===== src/cps_mmr_pkg.sv =====
//~~~~~~~~~~~~~~~~~~~~~~~~~~~~~~~~~~~~~~~~~~~~~~~~~~~~~~~~~~~~~~~~~~~~~~~~~~
// Shared widths, CPS-A register map and reset values of the CPS-A/CPS-B
// register block. CPU addresses are word addresses (byte address bits 5:1)
// and the byte strobes are active low, bit 1 being the upper byte.
//~~~~~~~~~~~~~~~~~~~~~~~~~~~~~~~~~~~~~~~~~~~~~~~~~~~~~~~~~~~~~~~~~~~~~~~~~~

package cps_mmr_pkg;

    typedef logic [15:0] word_t;
    typedef logic [7:0]  byte_t;
    typedef logic [4:0]  waddr_t;
    typedef logic [1:0]  dsn_t;
    typedef logic [5:0]  game_t;

    // configuration chain length, loaded during ROM download
    localparam int CFG_BYTES = 23;

    // a configurable register at this address is switched off
    localparam waddr_t ADDR_OFF = 5'h1f;

    // CPS-A fixed word addresses
    localparam waddr_t A_OBJ_BASE   = 5'h00;
    localparam waddr_t A_SCR1_BASE  = 5'h01;
    localparam waddr_t A_SCR2_BASE  = 5'h02;
    localparam waddr_t A_SCR3_BASE  = 5'h03;
    localparam waddr_t A_ROW_BASE   = 5'h04;
    localparam waddr_t A_PAL_BASE   = 5'h05;
    localparam waddr_t A_HPOS1      = 5'h06;
    localparam waddr_t A_VPOS1      = 5'h07;
    localparam waddr_t A_HPOS2      = 5'h08;
    localparam waddr_t A_VPOS2      = 5'h09;
    localparam waddr_t A_HPOS3      = 5'h0a;
    localparam waddr_t A_VPOS3      = 5'h0b;
    localparam waddr_t A_HSTAR1     = 5'h0c;
    localparam waddr_t A_VSTAR1     = 5'h0d;
    localparam waddr_t A_HSTAR2     = 5'h0e;
    localparam waddr_t A_VSTAR2     = 5'h0f;
    localparam waddr_t A_ROW_OFFSET = 5'h10;
    localparam waddr_t A_PPU_CTRL   = 5'h11;

    // default layer order 3, 2, 1, 0 in bits 12:5
    localparam word_t LAYER_CTRL_RST = {3'b000, 2'b11, 2'b10, 2'b01, 2'b00, 5'd0};

    // all six palette pages copied
    localparam logic [5:0] PAL_PAGE_RST = 6'h3f;

    localparam word_t RD_IDLE = 16'hffff;

    // palette copy sequencer
    typedef enum logic [1:0] {
        COPY_IDLE,
        COPY_ARMED,
        COPY_FIRE
    } copy_state_e;

endpackage

===== src/cps_mmr_top.sv =====
//~~~~~~~~~~~~~~~~~~~~~~~~~~~~~~~~~~~~~~~~~~~~~~~~~~~~~~~~~~~~~~~~~~~~~~~~~~
// CPS-A/CPS-B register block: configuration chain plus both register files.
// Single-cycle chip-select bus with no wait states. The configuration
// chain must be fully loaded before any CPS-B access.
//~~~~~~~~~~~~~~~~~~~~~~~~~~~~~~~~~~~~~~~~~~~~~~~~~~~~~~~~~~~~~~~~~~~~~~~~~~

`timescale 1ns/100ps

module cps_mmr_top import cps_mmr_pkg::*; (
    input  logic       clk,
    input  logic       reg_rst,

    // CPU bus
    input  logic       ppu1_cs,
    input  logic       ppu2_cs,
    input  waddr_t     addr,
    input  dsn_t       dsn,
    input  word_t      cpu_dout,
    output word_t      mmr_dout,

    // configuration download
    input  logic       cfg_we,
    input  byte_t      cfg_data,

    input  logic       obj_dma_clr,
    output logic       obj_dma_ok,
    output logic       pal_copy,

    input  logic [3:0] start_button,
    input  logic [3:0] coin_input,
    input  byte_t      joystick3,
    input  byte_t      joystick4,

    // CPS-A outputs
    output word_t      hpos1, hpos2, hpos3,
    output word_t      vpos1, vpos2, vpos3,
    output word_t      hstar1, hstar2,
    output word_t      vstar1, vstar2,
    output word_t      vram1_base, vram2_base, vram3_base,
    output word_t      vram_obj_base, vram_row_base,
    output word_t      row_offset, pal_base, ppu_ctrl,

    // CPS-B outputs
    output word_t      layer_ctrl,
    output word_t      prio0, prio1, prio2, prio3,
    output logic [5:0] pal_page_en,
    output byte_t      layer_mask0, layer_mask1, layer_mask2,
    output byte_t      layer_mask3, layer_mask4,

    // ROM bank mapper
    output game_t      game,
    output word_t      bank_offset,
    output word_t      bank_mask
);

    // configured CPS-B addresses
    waddr_t addr_id, addr_mult1, addr_mult2, addr_rslt0, addr_rslt1;
    waddr_t addr_layer, addr_prio0, addr_prio1, addr_prio2, addr_prio3;
    waddr_t addr_pal_page, addr_in2, addr_in3;
    byte_t  cpsb_id;

    // chain feeds the CPS-B address decode
    cps_cfg_chain u_cfg_chain (.*);

    cps_a_regs u_a_regs (.*);

    cps_b_regs u_b_regs (.*);

endmodule


===== src/cps_b_regs.sv =====
//~~~~~~~~~~~~~~~~~~~~~~~~~~~~~~~~~~~~~~~~~~~~~~~~~~~~~~~~~~~~~~~~~~~~~~~~~~
// CPS-B register file at addresses given by the configuration chain.
// Writes need both byte strobes low. mmr_dout is loaded on every clk edge
// with ppu2_cs high and holds in between. Multiplier operands and results
// have no reset; a result is valid two cycles after the last operand write.
//~~~~~~~~~~~~~~~~~~~~~~~~~~~~~~~~~~~~~~~~~~~~~~~~~~~~~~~~~~~~~~~~~~~~~~~~~~

`timescale 1ns/100ps

module cps_b_regs import cps_mmr_pkg::*; (
    input  logic       clk,
    input  logic       reg_rst,
    input  logic       ppu2_cs,
    input  waddr_t     addr,
    input  dsn_t       dsn,
    input  word_t      cpu_dout,

    input  waddr_t     addr_id,
    input  waddr_t     addr_mult1,
    input  waddr_t     addr_mult2,
    input  waddr_t     addr_rslt0,
    input  waddr_t     addr_rslt1,
    input  waddr_t     addr_layer,
    input  waddr_t     addr_prio0,
    input  waddr_t     addr_prio1,
    input  waddr_t     addr_prio2,
    input  waddr_t     addr_prio3,
    input  waddr_t     addr_pal_page,
    input  waddr_t     addr_in2,
    input  waddr_t     addr_in3,
    input  byte_t      cpsb_id,

    input  logic [3:0] start_button,
    input  logic [3:0] coin_input,
    input  byte_t      joystick3,
    input  byte_t      joystick4,

    output word_t      mmr_dout,
    output word_t      layer_ctrl,
    output word_t      prio0,
    output word_t      prio1,
    output word_t      prio2,
    output word_t      prio3,
    output logic [5:0] pal_page_en
);

    logic  sel_id, sel_mult1, sel_mult2, sel_rslt0, sel_rslt1, sel_layer;
    logic  sel_prio0, sel_prio1, sel_prio2, sel_prio3, sel_pal_page;
    logic  sel_in2, sel_in3;
    logic  b_wr;
    word_t mult1, mult2;
    word_t rslt0, rslt1;
    byte_t in2, in3;
    word_t rd_data;

    // ID, multiplier and priority slots are off at ADDR_OFF
    assign sel_id       = (addr == addr_id)    && (addr_id    != ADDR_OFF);
    assign sel_mult1    = (addr == addr_mult1) && (addr_mult1 != ADDR_OFF);
    assign sel_mult2    = (addr == addr_mult2) && (addr_mult2 != ADDR_OFF);
    assign sel_rslt0    = (addr == addr_rslt0) && (addr_rslt0 != ADDR_OFF);
    assign sel_rslt1    = (addr == addr_rslt1) && (addr_rslt1 != ADDR_OFF);
    assign sel_layer    = (addr == addr_layer);
    assign sel_prio0    = (addr == addr_prio0) && (addr_prio0 != ADDR_OFF);
    assign sel_prio1    = (addr == addr_prio1) && (addr_prio1 != ADDR_OFF);
    assign sel_prio2    = (addr == addr_prio2) && (addr_prio2 != ADDR_OFF);
    assign sel_prio3    = (addr == addr_prio3) && (addr_prio3 != ADDR_OFF);
    assign sel_pal_page = (addr == addr_pal_page);
    // extra input ports are absent when configured at zero
    assign sel_in2      = (addr == addr_in2) && (addr_in2 != '0);
    assign sel_in3      = (addr == addr_in3) && (addr_in3 != '0);

    assign b_wr = ppu2_cs && (dsn == 2'b00);

    // players 3 and 4 packed as start, coin, joystick
    assign in2 = {start_button[2], coin_input[2], joystick3[5:0]};
    assign in3 = {start_button[3], coin_input[3], joystick4[5:0]};

    always_ff @(posedge clk) begin
        if (b_wr && sel_mult1) mult1 <= cpu_dout;
        if (b_wr && sel_mult2) mult2 <= cpu_dout;
        {rslt1, rslt0} <= 32'(mult1) * 32'(mult2);
    end

    always_ff @(posedge clk, posedge reg_rst) begin
        if (reg_rst) begin
            layer_ctrl  <= LAYER_CTRL_RST;
            prio0       <= '0;
            prio1       <= '0;
            prio2       <= '0;
            prio3       <= '0;
            pal_page_en <= PAL_PAGE_RST;
        end else if (b_wr) begin
            if (sel_layer)    layer_ctrl  <= cpu_dout;
            if (sel_prio0)    prio0       <= cpu_dout;
            if (sel_prio1)    prio1       <= cpu_dout;
            if (sel_prio2)    prio2       <= cpu_dout;
            if (sel_prio3)    prio3       <= cpu_dout;
            if (sel_pal_page) pal_page_en <= cpu_dout[5:0];
        end
    end

    // first group wins on overlapping addresses
    always_comb begin
        if (&addr)             rd_data = RD_IDLE;
        else if (sel_id)       rd_data = {4'd0, cpsb_id[7:4], 4'd0, cpsb_id[3:0]};
        else if (sel_mult1)    rd_data = mult1;
        else if (sel_mult2)    rd_data = mult2;
        else if (sel_rslt0)    rd_data = rslt0;
        else if (sel_rslt1)    rd_data = rslt1;
        else if (sel_layer)    rd_data = layer_ctrl;
        else if (sel_prio0)    rd_data = prio0;
        else if (sel_prio1)    rd_data = prio1;
        else if (sel_prio2)    rd_data = prio2;
        else if (sel_prio3)    rd_data = prio3;
        else if (sel_pal_page) rd_data = {10'd0, pal_page_en};
        else if (sel_in2)      rd_data = {in2, in2};
        else if (sel_in3)      rd_data = {in3, in3};
        else                   rd_data = RD_IDLE;
    end

    always_ff @(posedge clk, posedge reg_rst) begin
        if (reg_rst) begin
            mmr_dout <= RD_IDLE;
        end else if (ppu2_cs) begin
            mmr_dout <= rd_data;
        end
    end

endmodule


===== src/cps_a_regs.sv =====
//~~~~~~~~~~~~~~~~~~~~~~~~~~~~~~~~~~~~~~~~~~~~~~~~~~~~~~~~~~~~~~~~~~~~~~~~~~
// CPS-A register file at fixed word addresses, write only.
// Every clk edge with ppu1_cs high is one write; a byte whose strobe is
// high keeps its old value. pal_copy is a one-cycle pulse issued after
// ppu1_cs has dropped following a palette base write.
//~~~~~~~~~~~~~~~~~~~~~~~~~~~~~~~~~~~~~~~~~~~~~~~~~~~~~~~~~~~~~~~~~~~~~~~~~~

`timescale 1ns/100ps

module cps_a_regs import cps_mmr_pkg::*; (
    input  logic   clk,
    input  logic   reg_rst,
    input  logic   ppu1_cs,
    input  logic   obj_dma_clr,
    input  waddr_t addr,
    input  dsn_t   dsn,
    input  word_t  cpu_dout,

    output word_t  hpos1,
    output word_t  hpos2,
    output word_t  hpos3,
    output word_t  vpos1,
    output word_t  vpos2,
    output word_t  vpos3,
    output word_t  hstar1,
    output word_t  hstar2,
    output word_t  vstar1,
    output word_t  vstar2,
    output word_t  vram1_base,
    output word_t  vram2_base,
    output word_t  vram3_base,
    output word_t  vram_obj_base,
    output word_t  vram_row_base,
    output word_t  row_offset,
    output word_t  pal_base,
    output word_t  ppu_ctrl,
    output logic   obj_dma_ok,
    output logic   pal_copy
);

    copy_state_e copy_state;
    logic        obj_wr;
    logic        pal_wr;

    // per-byte merge of old and new data, strobes active low
    function automatic word_t lane_merge(word_t old_w, word_t new_w, dsn_t strb);
        word_t merged;
        merged[15:8] = strb[1] ? old_w[15:8] : new_w[15:8];
        merged[7:0]  = strb[0] ? old_w[7:0]  : new_w[7:0];
        return merged;
    endfunction

    assign obj_wr = ppu1_cs && (addr == A_OBJ_BASE);
    assign pal_wr = ppu1_cs && (addr == A_PAL_BASE);

    always_ff @(posedge clk, posedge reg_rst) begin
        if (reg_rst) begin
            vram_obj_base <= '0;
            vram1_base    <= '0;
            vram2_base    <= '0;
            vram3_base    <= '0;
            vram_row_base <= '0;
            pal_base      <= '0;
            hpos1         <= '0;
            vpos1         <= '0;
            hpos2         <= '0;
            vpos2         <= '0;
            hpos3         <= '0;
            vpos3         <= '0;
            hstar1        <= '0;
            vstar1        <= '0;
            hstar2        <= '0;
            vstar2        <= '0;
            row_offset    <= '0;
            ppu_ctrl      <= '0;
        end else if (ppu1_cs) begin
            case (addr)
                A_OBJ_BASE:   vram_obj_base <= lane_merge(vram_obj_base, cpu_dout, dsn);
                A_SCR1_BASE:  vram1_base    <= lane_merge(vram1_base, cpu_dout, dsn);
                A_SCR2_BASE:  vram2_base    <= lane_merge(vram2_base, cpu_dout, dsn);
                A_SCR3_BASE:  vram3_base    <= lane_merge(vram3_base, cpu_dout, dsn);
                A_ROW_BASE:   vram_row_base <= lane_merge(vram_row_base, cpu_dout, dsn);
                A_PAL_BASE:   pal_base      <= lane_merge(pal_base, cpu_dout, dsn);
                A_HPOS1:      hpos1         <= lane_merge(hpos1, cpu_dout, dsn);
                A_VPOS1:      vpos1         <= lane_merge(vpos1, cpu_dout, dsn);
                A_HPOS2:      hpos2         <= lane_merge(hpos2, cpu_dout, dsn);
                A_VPOS2:      vpos2         <= lane_merge(vpos2, cpu_dout, dsn);
                A_HPOS3:      hpos3         <= lane_merge(hpos3, cpu_dout, dsn);
                A_VPOS3:      vpos3         <= lane_merge(vpos3, cpu_dout, dsn);
                A_HSTAR1:     hstar1        <= lane_merge(hstar1, cpu_dout, dsn);
                A_VSTAR1:     vstar1        <= lane_merge(vstar1, cpu_dout, dsn);
                A_HSTAR2:     hstar2        <= lane_merge(hstar2, cpu_dout, dsn);
                A_VSTAR2:     vstar2        <= lane_merge(vstar2, cpu_dout, dsn);
                A_ROW_OFFSET: row_offset    <= lane_merge(row_offset, cpu_dout, dsn);
                A_PPU_CTRL:   ppu_ctrl      <= lane_merge(ppu_ctrl, cpu_dout, dsn);
                default: ;
            endcase
        end
    end

    // a new object base write wins over the clear
    always_ff @(posedge clk, posedge reg_rst) begin
        if (reg_rst) begin
            obj_dma_ok <= 1'b0;
        end else if (obj_wr) begin
            obj_dma_ok <= 1'b1;
        end else if (obj_dma_clr) begin
            obj_dma_ok <= 1'b0;
        end
    end

    // wait for ppu1_cs low so the palette engine sees the final pal_base
    always_ff @(posedge clk, posedge reg_rst) begin
        if (reg_rst) begin
            copy_state <= COPY_IDLE;
        end else if (pal_wr) begin
            copy_state <= COPY_ARMED;
        end else begin
            case (copy_state)
                COPY_ARMED: if (!ppu1_cs) copy_state <= COPY_FIRE;
                COPY_FIRE:  copy_state <= COPY_IDLE;
                default:    copy_state <= COPY_IDLE;
            endcase
        end
    end

    assign pal_copy = (copy_state == COPY_FIRE);

endmodule


===== src/cps_cfg_chain.sv =====
//~~~~~~~~~~~~~~~~~~~~~~~~~~~~~~~~~~~~~~~~~~~~~~~~~~~~~~~~~~~~~~~~~~~~~~~~~~
// Byte-serial configuration chain for the game-specific CPS-B map.
// The chain has no reset: all CFG_BYTES bytes must be shifted in before
// the CPS-B registers or the mapper fields are used. The first byte sent
// ends up in the highest position.
//~~~~~~~~~~~~~~~~~~~~~~~~~~~~~~~~~~~~~~~~~~~~~~~~~~~~~~~~~~~~~~~~~~~~~~~~~~

`timescale 1ns/100ps

module cps_cfg_chain import cps_mmr_pkg::*; (
    input  logic   clk,
    input  logic   cfg_we,
    input  byte_t  cfg_data,

    output waddr_t addr_id,
    output waddr_t addr_mult1,
    output waddr_t addr_mult2,
    output waddr_t addr_rslt0,
    output waddr_t addr_rslt1,
    output waddr_t addr_layer,
    output waddr_t addr_prio0,
    output waddr_t addr_prio1,
    output waddr_t addr_prio2,
    output waddr_t addr_prio3,
    output waddr_t addr_pal_page,
    output waddr_t addr_in2,
    output waddr_t addr_in3,
    output byte_t  cpsb_id,

    output byte_t  layer_mask0,
    output byte_t  layer_mask1,
    output byte_t  layer_mask2,
    output byte_t  layer_mask3,
    output byte_t  layer_mask4,
    output game_t  game,
    output word_t  bank_offset,
    output word_t  bank_mask
);

    byte_t [CFG_BYTES-1:0] chain;

    // new byte enters at position 0
    always_ff @(posedge clk) begin
        if (cfg_we) begin
            chain <= {chain[CFG_BYTES-2:0], cfg_data};
        end
    end

    // configuration bytes hold byte addresses, so drop bit 0
    assign addr_id       = chain[0][5:1];
    assign cpsb_id       = chain[1];
    assign addr_mult1    = chain[2][5:1];
    assign addr_mult2    = chain[3][5:1];
    assign addr_rslt0    = chain[4][5:1];
    assign addr_rslt1    = chain[5][5:1];
    assign addr_layer    = chain[6][5:1];
    assign addr_prio0    = chain[7][5:1];
    assign addr_prio1    = chain[8][5:1];
    assign addr_prio2    = chain[9][5:1];
    assign addr_prio3    = chain[10][5:1];
    assign addr_in2      = chain[11][5:1];
    assign addr_in3      = chain[12][5:1];
    assign addr_pal_page = chain[13][5:1];

    assign layer_mask0   = chain[14];
    assign layer_mask1   = chain[15];
    assign layer_mask2   = chain[16];
    assign layer_mask3   = chain[17];
    // layer 4 has no byte of its own and shares the layer 3 mask
    assign layer_mask4   = chain[17];

    // ROM bank mapper in the last five bytes with the low byte first
    assign game          = chain[18][5:0];
    assign bank_offset   = {chain[20], chain[19]};
    assign bank_mask     = {chain[22], chain[21]};

endmodule


===== config.mk =====
export PLATFORM = sky130hd
export DESIGN_NAME = cps_mmr_top
export DESIGN_NICKNAME = d
export VERILOG_FILES = /design/src/cps_mmr_pkg.sv /design/src/cps_mmr_top.sv /design/src/cps_b_regs.sv /design/src/cps_a_regs.sv /design/src/cps_cfg_chain.sv
export SDC_FILE = /design/constraint.sdc
export NUM_CORES = 2
export LEC_CHECK = 0
export ABC_AREA = 1
export ABC_CLOCK_PERIOD_IN_PS = 27300
export BUFFER_PORTS_ARGS = -buffer_cell sky130_fd_sc_hd__clkbuf_2
export CORE_MARGIN = 2
export CORE_UTILIZATION = 58
export CTS_CLUSTER_SIZE = 10
export DETAILED_ROUTE_END_ITERATION = 8
export PLACE_DENSITY = 0.81
export SYNTH_ARGS = -nofsm -noshare
export SYNTH_HDL_FRONTEND = slang
export SYNTH_SLANG_ARGS = --single-unit

===== constraint.sdc =====
create_clock -name clk -period 27.3 [get_ports clk]
set_input_delay 2.73 -clock clk [delete_from_list [all_inputs] [get_ports clk]]
set_output_delay 2.73 -clock clk [all_outputs]
set_load 0.005 [all_outputs]

==> results.env <==
OUTCOME='complete, no violations'
POSTCTSRESIZEDCELLS=0
SYN_NETS=3930
LIST_OF_MOST_FREQUENT_POST_SYNTHESIS_CELLS='nand2_1 (990), inv_1 (525), o21ai_0 (454)'
NUMBER_OF_ANTENNA_VIOLATIONS_AT_THE_FIRST_CHECK_IN_GLOBAL_ROUTING=3
SYNTH.TOP_CELLS.BY_AREA='dfrtp_1 (27%), edfxtp_1 (19%), fa_1 (12%), nand2_1 (11%), o21ai_0 (6.7%)'
ANTENNA_LEFT=0
CELLPOWERDENSITY_nW_PER_UM2=64.7
CTS-HTREE-LEVELS=3
PORT_BUFFERS=522
INSERTION_DELAY_NS=0.62
CRITICAL_PATH_PEAK_FANOUT=17
MIN-DELAY-PATH-CLASS='register to register'
CP-STARTPOINT='u_b_regs.mult1[8]'
NUM-FILL-CELLS=4338
CTS.HOLD.BUFFERS_ADDED=0
NETS=4285
IOPINCOUNT=531
CRITICAL_PATH_CLASS='register to register'
CRITPATHLAUNCHTYPE='register'
FINALCRITPERIODSHARE_PCT=23.4
IR_DROP_uV=85.8
TOTAL_CTS_BUFFERS=76
POST_DRT_VIA_CELL_RATIO=5.60
NUMBER_OF_FLOPS_MAPPED_TO_ENABLE_CELLS_BY_YOSYS=216
POST_CTS_SETUP_BUFFERS=0
TIMING.MAX_SLEW.REL_SLACK_PCT=10.9
CLOCK.FMAX_GHz=0.157
GRT_FIRST_PASS_WIRELENGTH_MM=151
DRC=0
ROWS=88
DR_TOTAL_VIAS=26600
FINAL-SETUP-VIOL-COUNT=0
MAX-CLOCK-PATH-BUFFERS=3
SETUP-TNS-FINAL_NS=0
FINALWORSTSETUPSLACK_NS=20.92
FIRST_ITER_VIOLATIONS=2764
SEQUENTIAL_AREA_SHARE_AFTER_SYNTHESIS_PCT=50.3
INITIAL_CORE_UTIL_PCT=58.6
CLOCK_TREE.ROOT_CELL='clkbuf_16'
ROUTED_WIRE_LENGTH_PER_INSTANCE_UM=21.0
GP_CONGESTION=0.933
ARRIVAL_NS=6.87
SYN_STD_CELL_AREA_UM2=33800
WORST_CASE_CLOCK_SKEW_NS=0.0180
YS.FLOP_TYPE='dfrtp_1'
FRACTION_OF_FINAL_LAYOUT_CELLS_WITH_DRIVE_STRENGTH_GREATER_THAN_1_PCT=17.4
CP_DATA_REQUIRED_TIME_NS=27.80
WORST_SETUP_PATH_END_KIND='register'
CLK_PIN_SLEW_WORST_PATHS_NS=0.06
FIRST_GLOBAL_VIAS=25900
SYNTH_AREA_PER_CELL_UM2=9.46
DESIGN.CORE.AREA_UM2=57600
GRT_START_MAX_NET_PINS=113
NUMCLOCKSINKS=641
TOP_REGISTER='u_cfg_chain.chain'
GRT-OVFL-TOTAL=0
TIMING_MAX_TRANSITION_VIOLATIONS_FINAL=0
AREA.GROWTH.SYNTH_TO_FINAL_PCT=13.7
SYNTHARSTFLOPSHARE_PCT=61.3
SYNTH.MOST_COMMON_CELL='nand2_1'
YOSYS_WARNINGS=0
FINALHOLDVIOLATIONS=0
MIN-DELAY-START='u_cfg_chain.chain[86]'
DP_WORST_SETUP_SLACK_NS=21.01
FULL_DIE_AREA_UM2=60200
GROUTE.USAGE.OVERALL_PCT=33.2
TRITONCTS='done'
LARGEST_REG_FLOPS=41
SYNTHCELLS=3571
FINALWIRELENGTH_MM=99.6
DRT-PASS1-ITER-COUNT=6
RSZ0062_AT_GRT='no'
POST_SYNTH_NUM_CELL_TYPES=42
DIE_HEIGHT_UM=245
PROPORTION_OF_NETLIST_AREA_HELD_BY_THE_LARGEST_AREA_CONTRIBUTOR_PCT=27.2
TIGHTESTPINTRANSITION_NS=1.34
MAX-CAP-VIOLATIONS=0
REGTOREGSTARTPOINT='u_b_regs.mult1[8]'
HPWL_MM=69.7
POST-SYNTH-TOP-AREA-CELL='dfrtp_1'
FINAL.MIN_CLOCK_PERIOD_NS=6.38
YS_FF_LATCH=641
DIE_WIDTH_UM=245
FIN_UTIL_PCT=66.7
LEAKAGE_nW=19.8
## layout by cell type, fill, tap and decap left out, types with 3 or more instances in the layout
cell and instances:
nand2_1 990, inv_1 524, clkbuf_2 521, o21ai_0 454, dfrtp_1 367, edfxtp_1 216, fa_1 194, nor2_1 129
ha_1 104, clkbuf_16 77, a21oi_1 56, xor2_1 44, nand3_1 41, clkbuf_1 34, dfxtp_1 32, dfstp_2 26
buf_4 22, xnor2_1 21, nor3_1 15, o21bai_1 12, o21ai_1 11, nand4_1 10, or2_2 8, o211ai_1 8
inv_2 6, a21oi_2 5, nor3_2 4, diode_2 3, nand3_2 3, nor3b_1 3, o22ai_1 3, o21a_1 3
## layer usage
layer / track usage, % / routed length [µm] / part of all wire [%]
met5: 0 / 0 / 0
met3: 9.77 / 11800 / 12
met4: 18.2 / 6350 / 6.4
met2: 50.7 / 44700 / 45
met1: 42.9 / 36700 / 37
## metrics by stage
stage	instance area, µm²	cells	total power [mW]	hold slack [ns]
floorplan	33800	3571	1.36	0.400
global placement	36100	4613	1.53	0.400
detailed placement	36100	4613	1.54	0.405
CTS	38400	4737	2.49	0.409
global route	38400	4739	2.57	0.428
finish	38400	4740	2.49	0.412
## worst paths after layout
path	depth (start not counted)	end	slack (ns)
min	0	u_cfg_chain.chain[94]	0.41
min in group asynchronous	2	u_a_regs.hpos1[14]	2.23
min reg2reg	0	u_cfg_chain.chain[94]	0.41
max in group asynchronous	4	u_a_regs.hstar1[13]	22.55
max reg2reg	24	u_b_regs.rslt1[13]	20.92
max	24	u_b_regs.rslt1[13]	20.92
## where the power goes
part	internal [mW]	leakage [nW]	switching (mW)	total [mW]
clock network	0.548	1.09	0.398	0.946
logic	0.133	11.1	0.228	0.361
registers	1.11	7.55	0.0683	1.18
total	1.79	19.8	0.695	2.49
## worst max-delay path, cell delays in order, from the launching register on
cell	delay (ns)
edfxtp_1	0.99
nand2_1	0.17
fa_1	0.54
fa_1	0.46
fa_1	0.46
fa_1	0.50
inv_1	0.06
fa_1	0.53
inv_1	0.05
fa_1	0.47
inv_1	0.04
ha_1	0.33
a21oi_1	0.24
inv_1	0.08
o21ai_0	0.17
o211ai_1	0.10
a21oi_1	0.25
o21bai_1	0.15
nand2_1	0.09
o211ai_1	0.12
nand2_1	0.09
nand2_1	0.08
nand2_1	0.08
nand2_1	0.06
xor2_1	0.14
## area by class of cell
| cell class | instances | area (µm²) | area share (%) |
|---|---|---|---|
| Antenna cell | 3 | 7.51 | 0.0196 |
| Multi-Input combinational cell | 2132 | 13400 | 34.9 |
| Clock inverter | 11 | 184 | 0.479 |
| Inverter | 531 | 2000 | 5.21 |
| Sequential cell | 641 | 17000 | 44.3 |
| Tap cell | 765 | 957 | 2.49 |
| Clock buffer | 113 | 2080 | 5.42 |
| Timing Repair Buffer | 544 | 2780 | 7.25 |
## kinds of logic (layout without fill, tap and decap cells)
| kind of cell | after synthesis | after routing | share of synthesized area [%] |
|---|---|---|---|
| adder cells (fa/ha/maj) | 298 | 298 | 15.4 |
| AND/OR/NAND/NOR | 1212 | 1212 | 14.1 |
| AO/OA/AOI/OAI | 557 | 557 | 8.52 |
| flip-flops | 641 | 641 | 50.3 |
| other | 0 | 3 | 0 |
| XOR/XNOR | 65 | 65 | 1.69 |
| buffers and inverters | 798 | 1199 | 10.0 |
(Power assumes the default switching activity.)
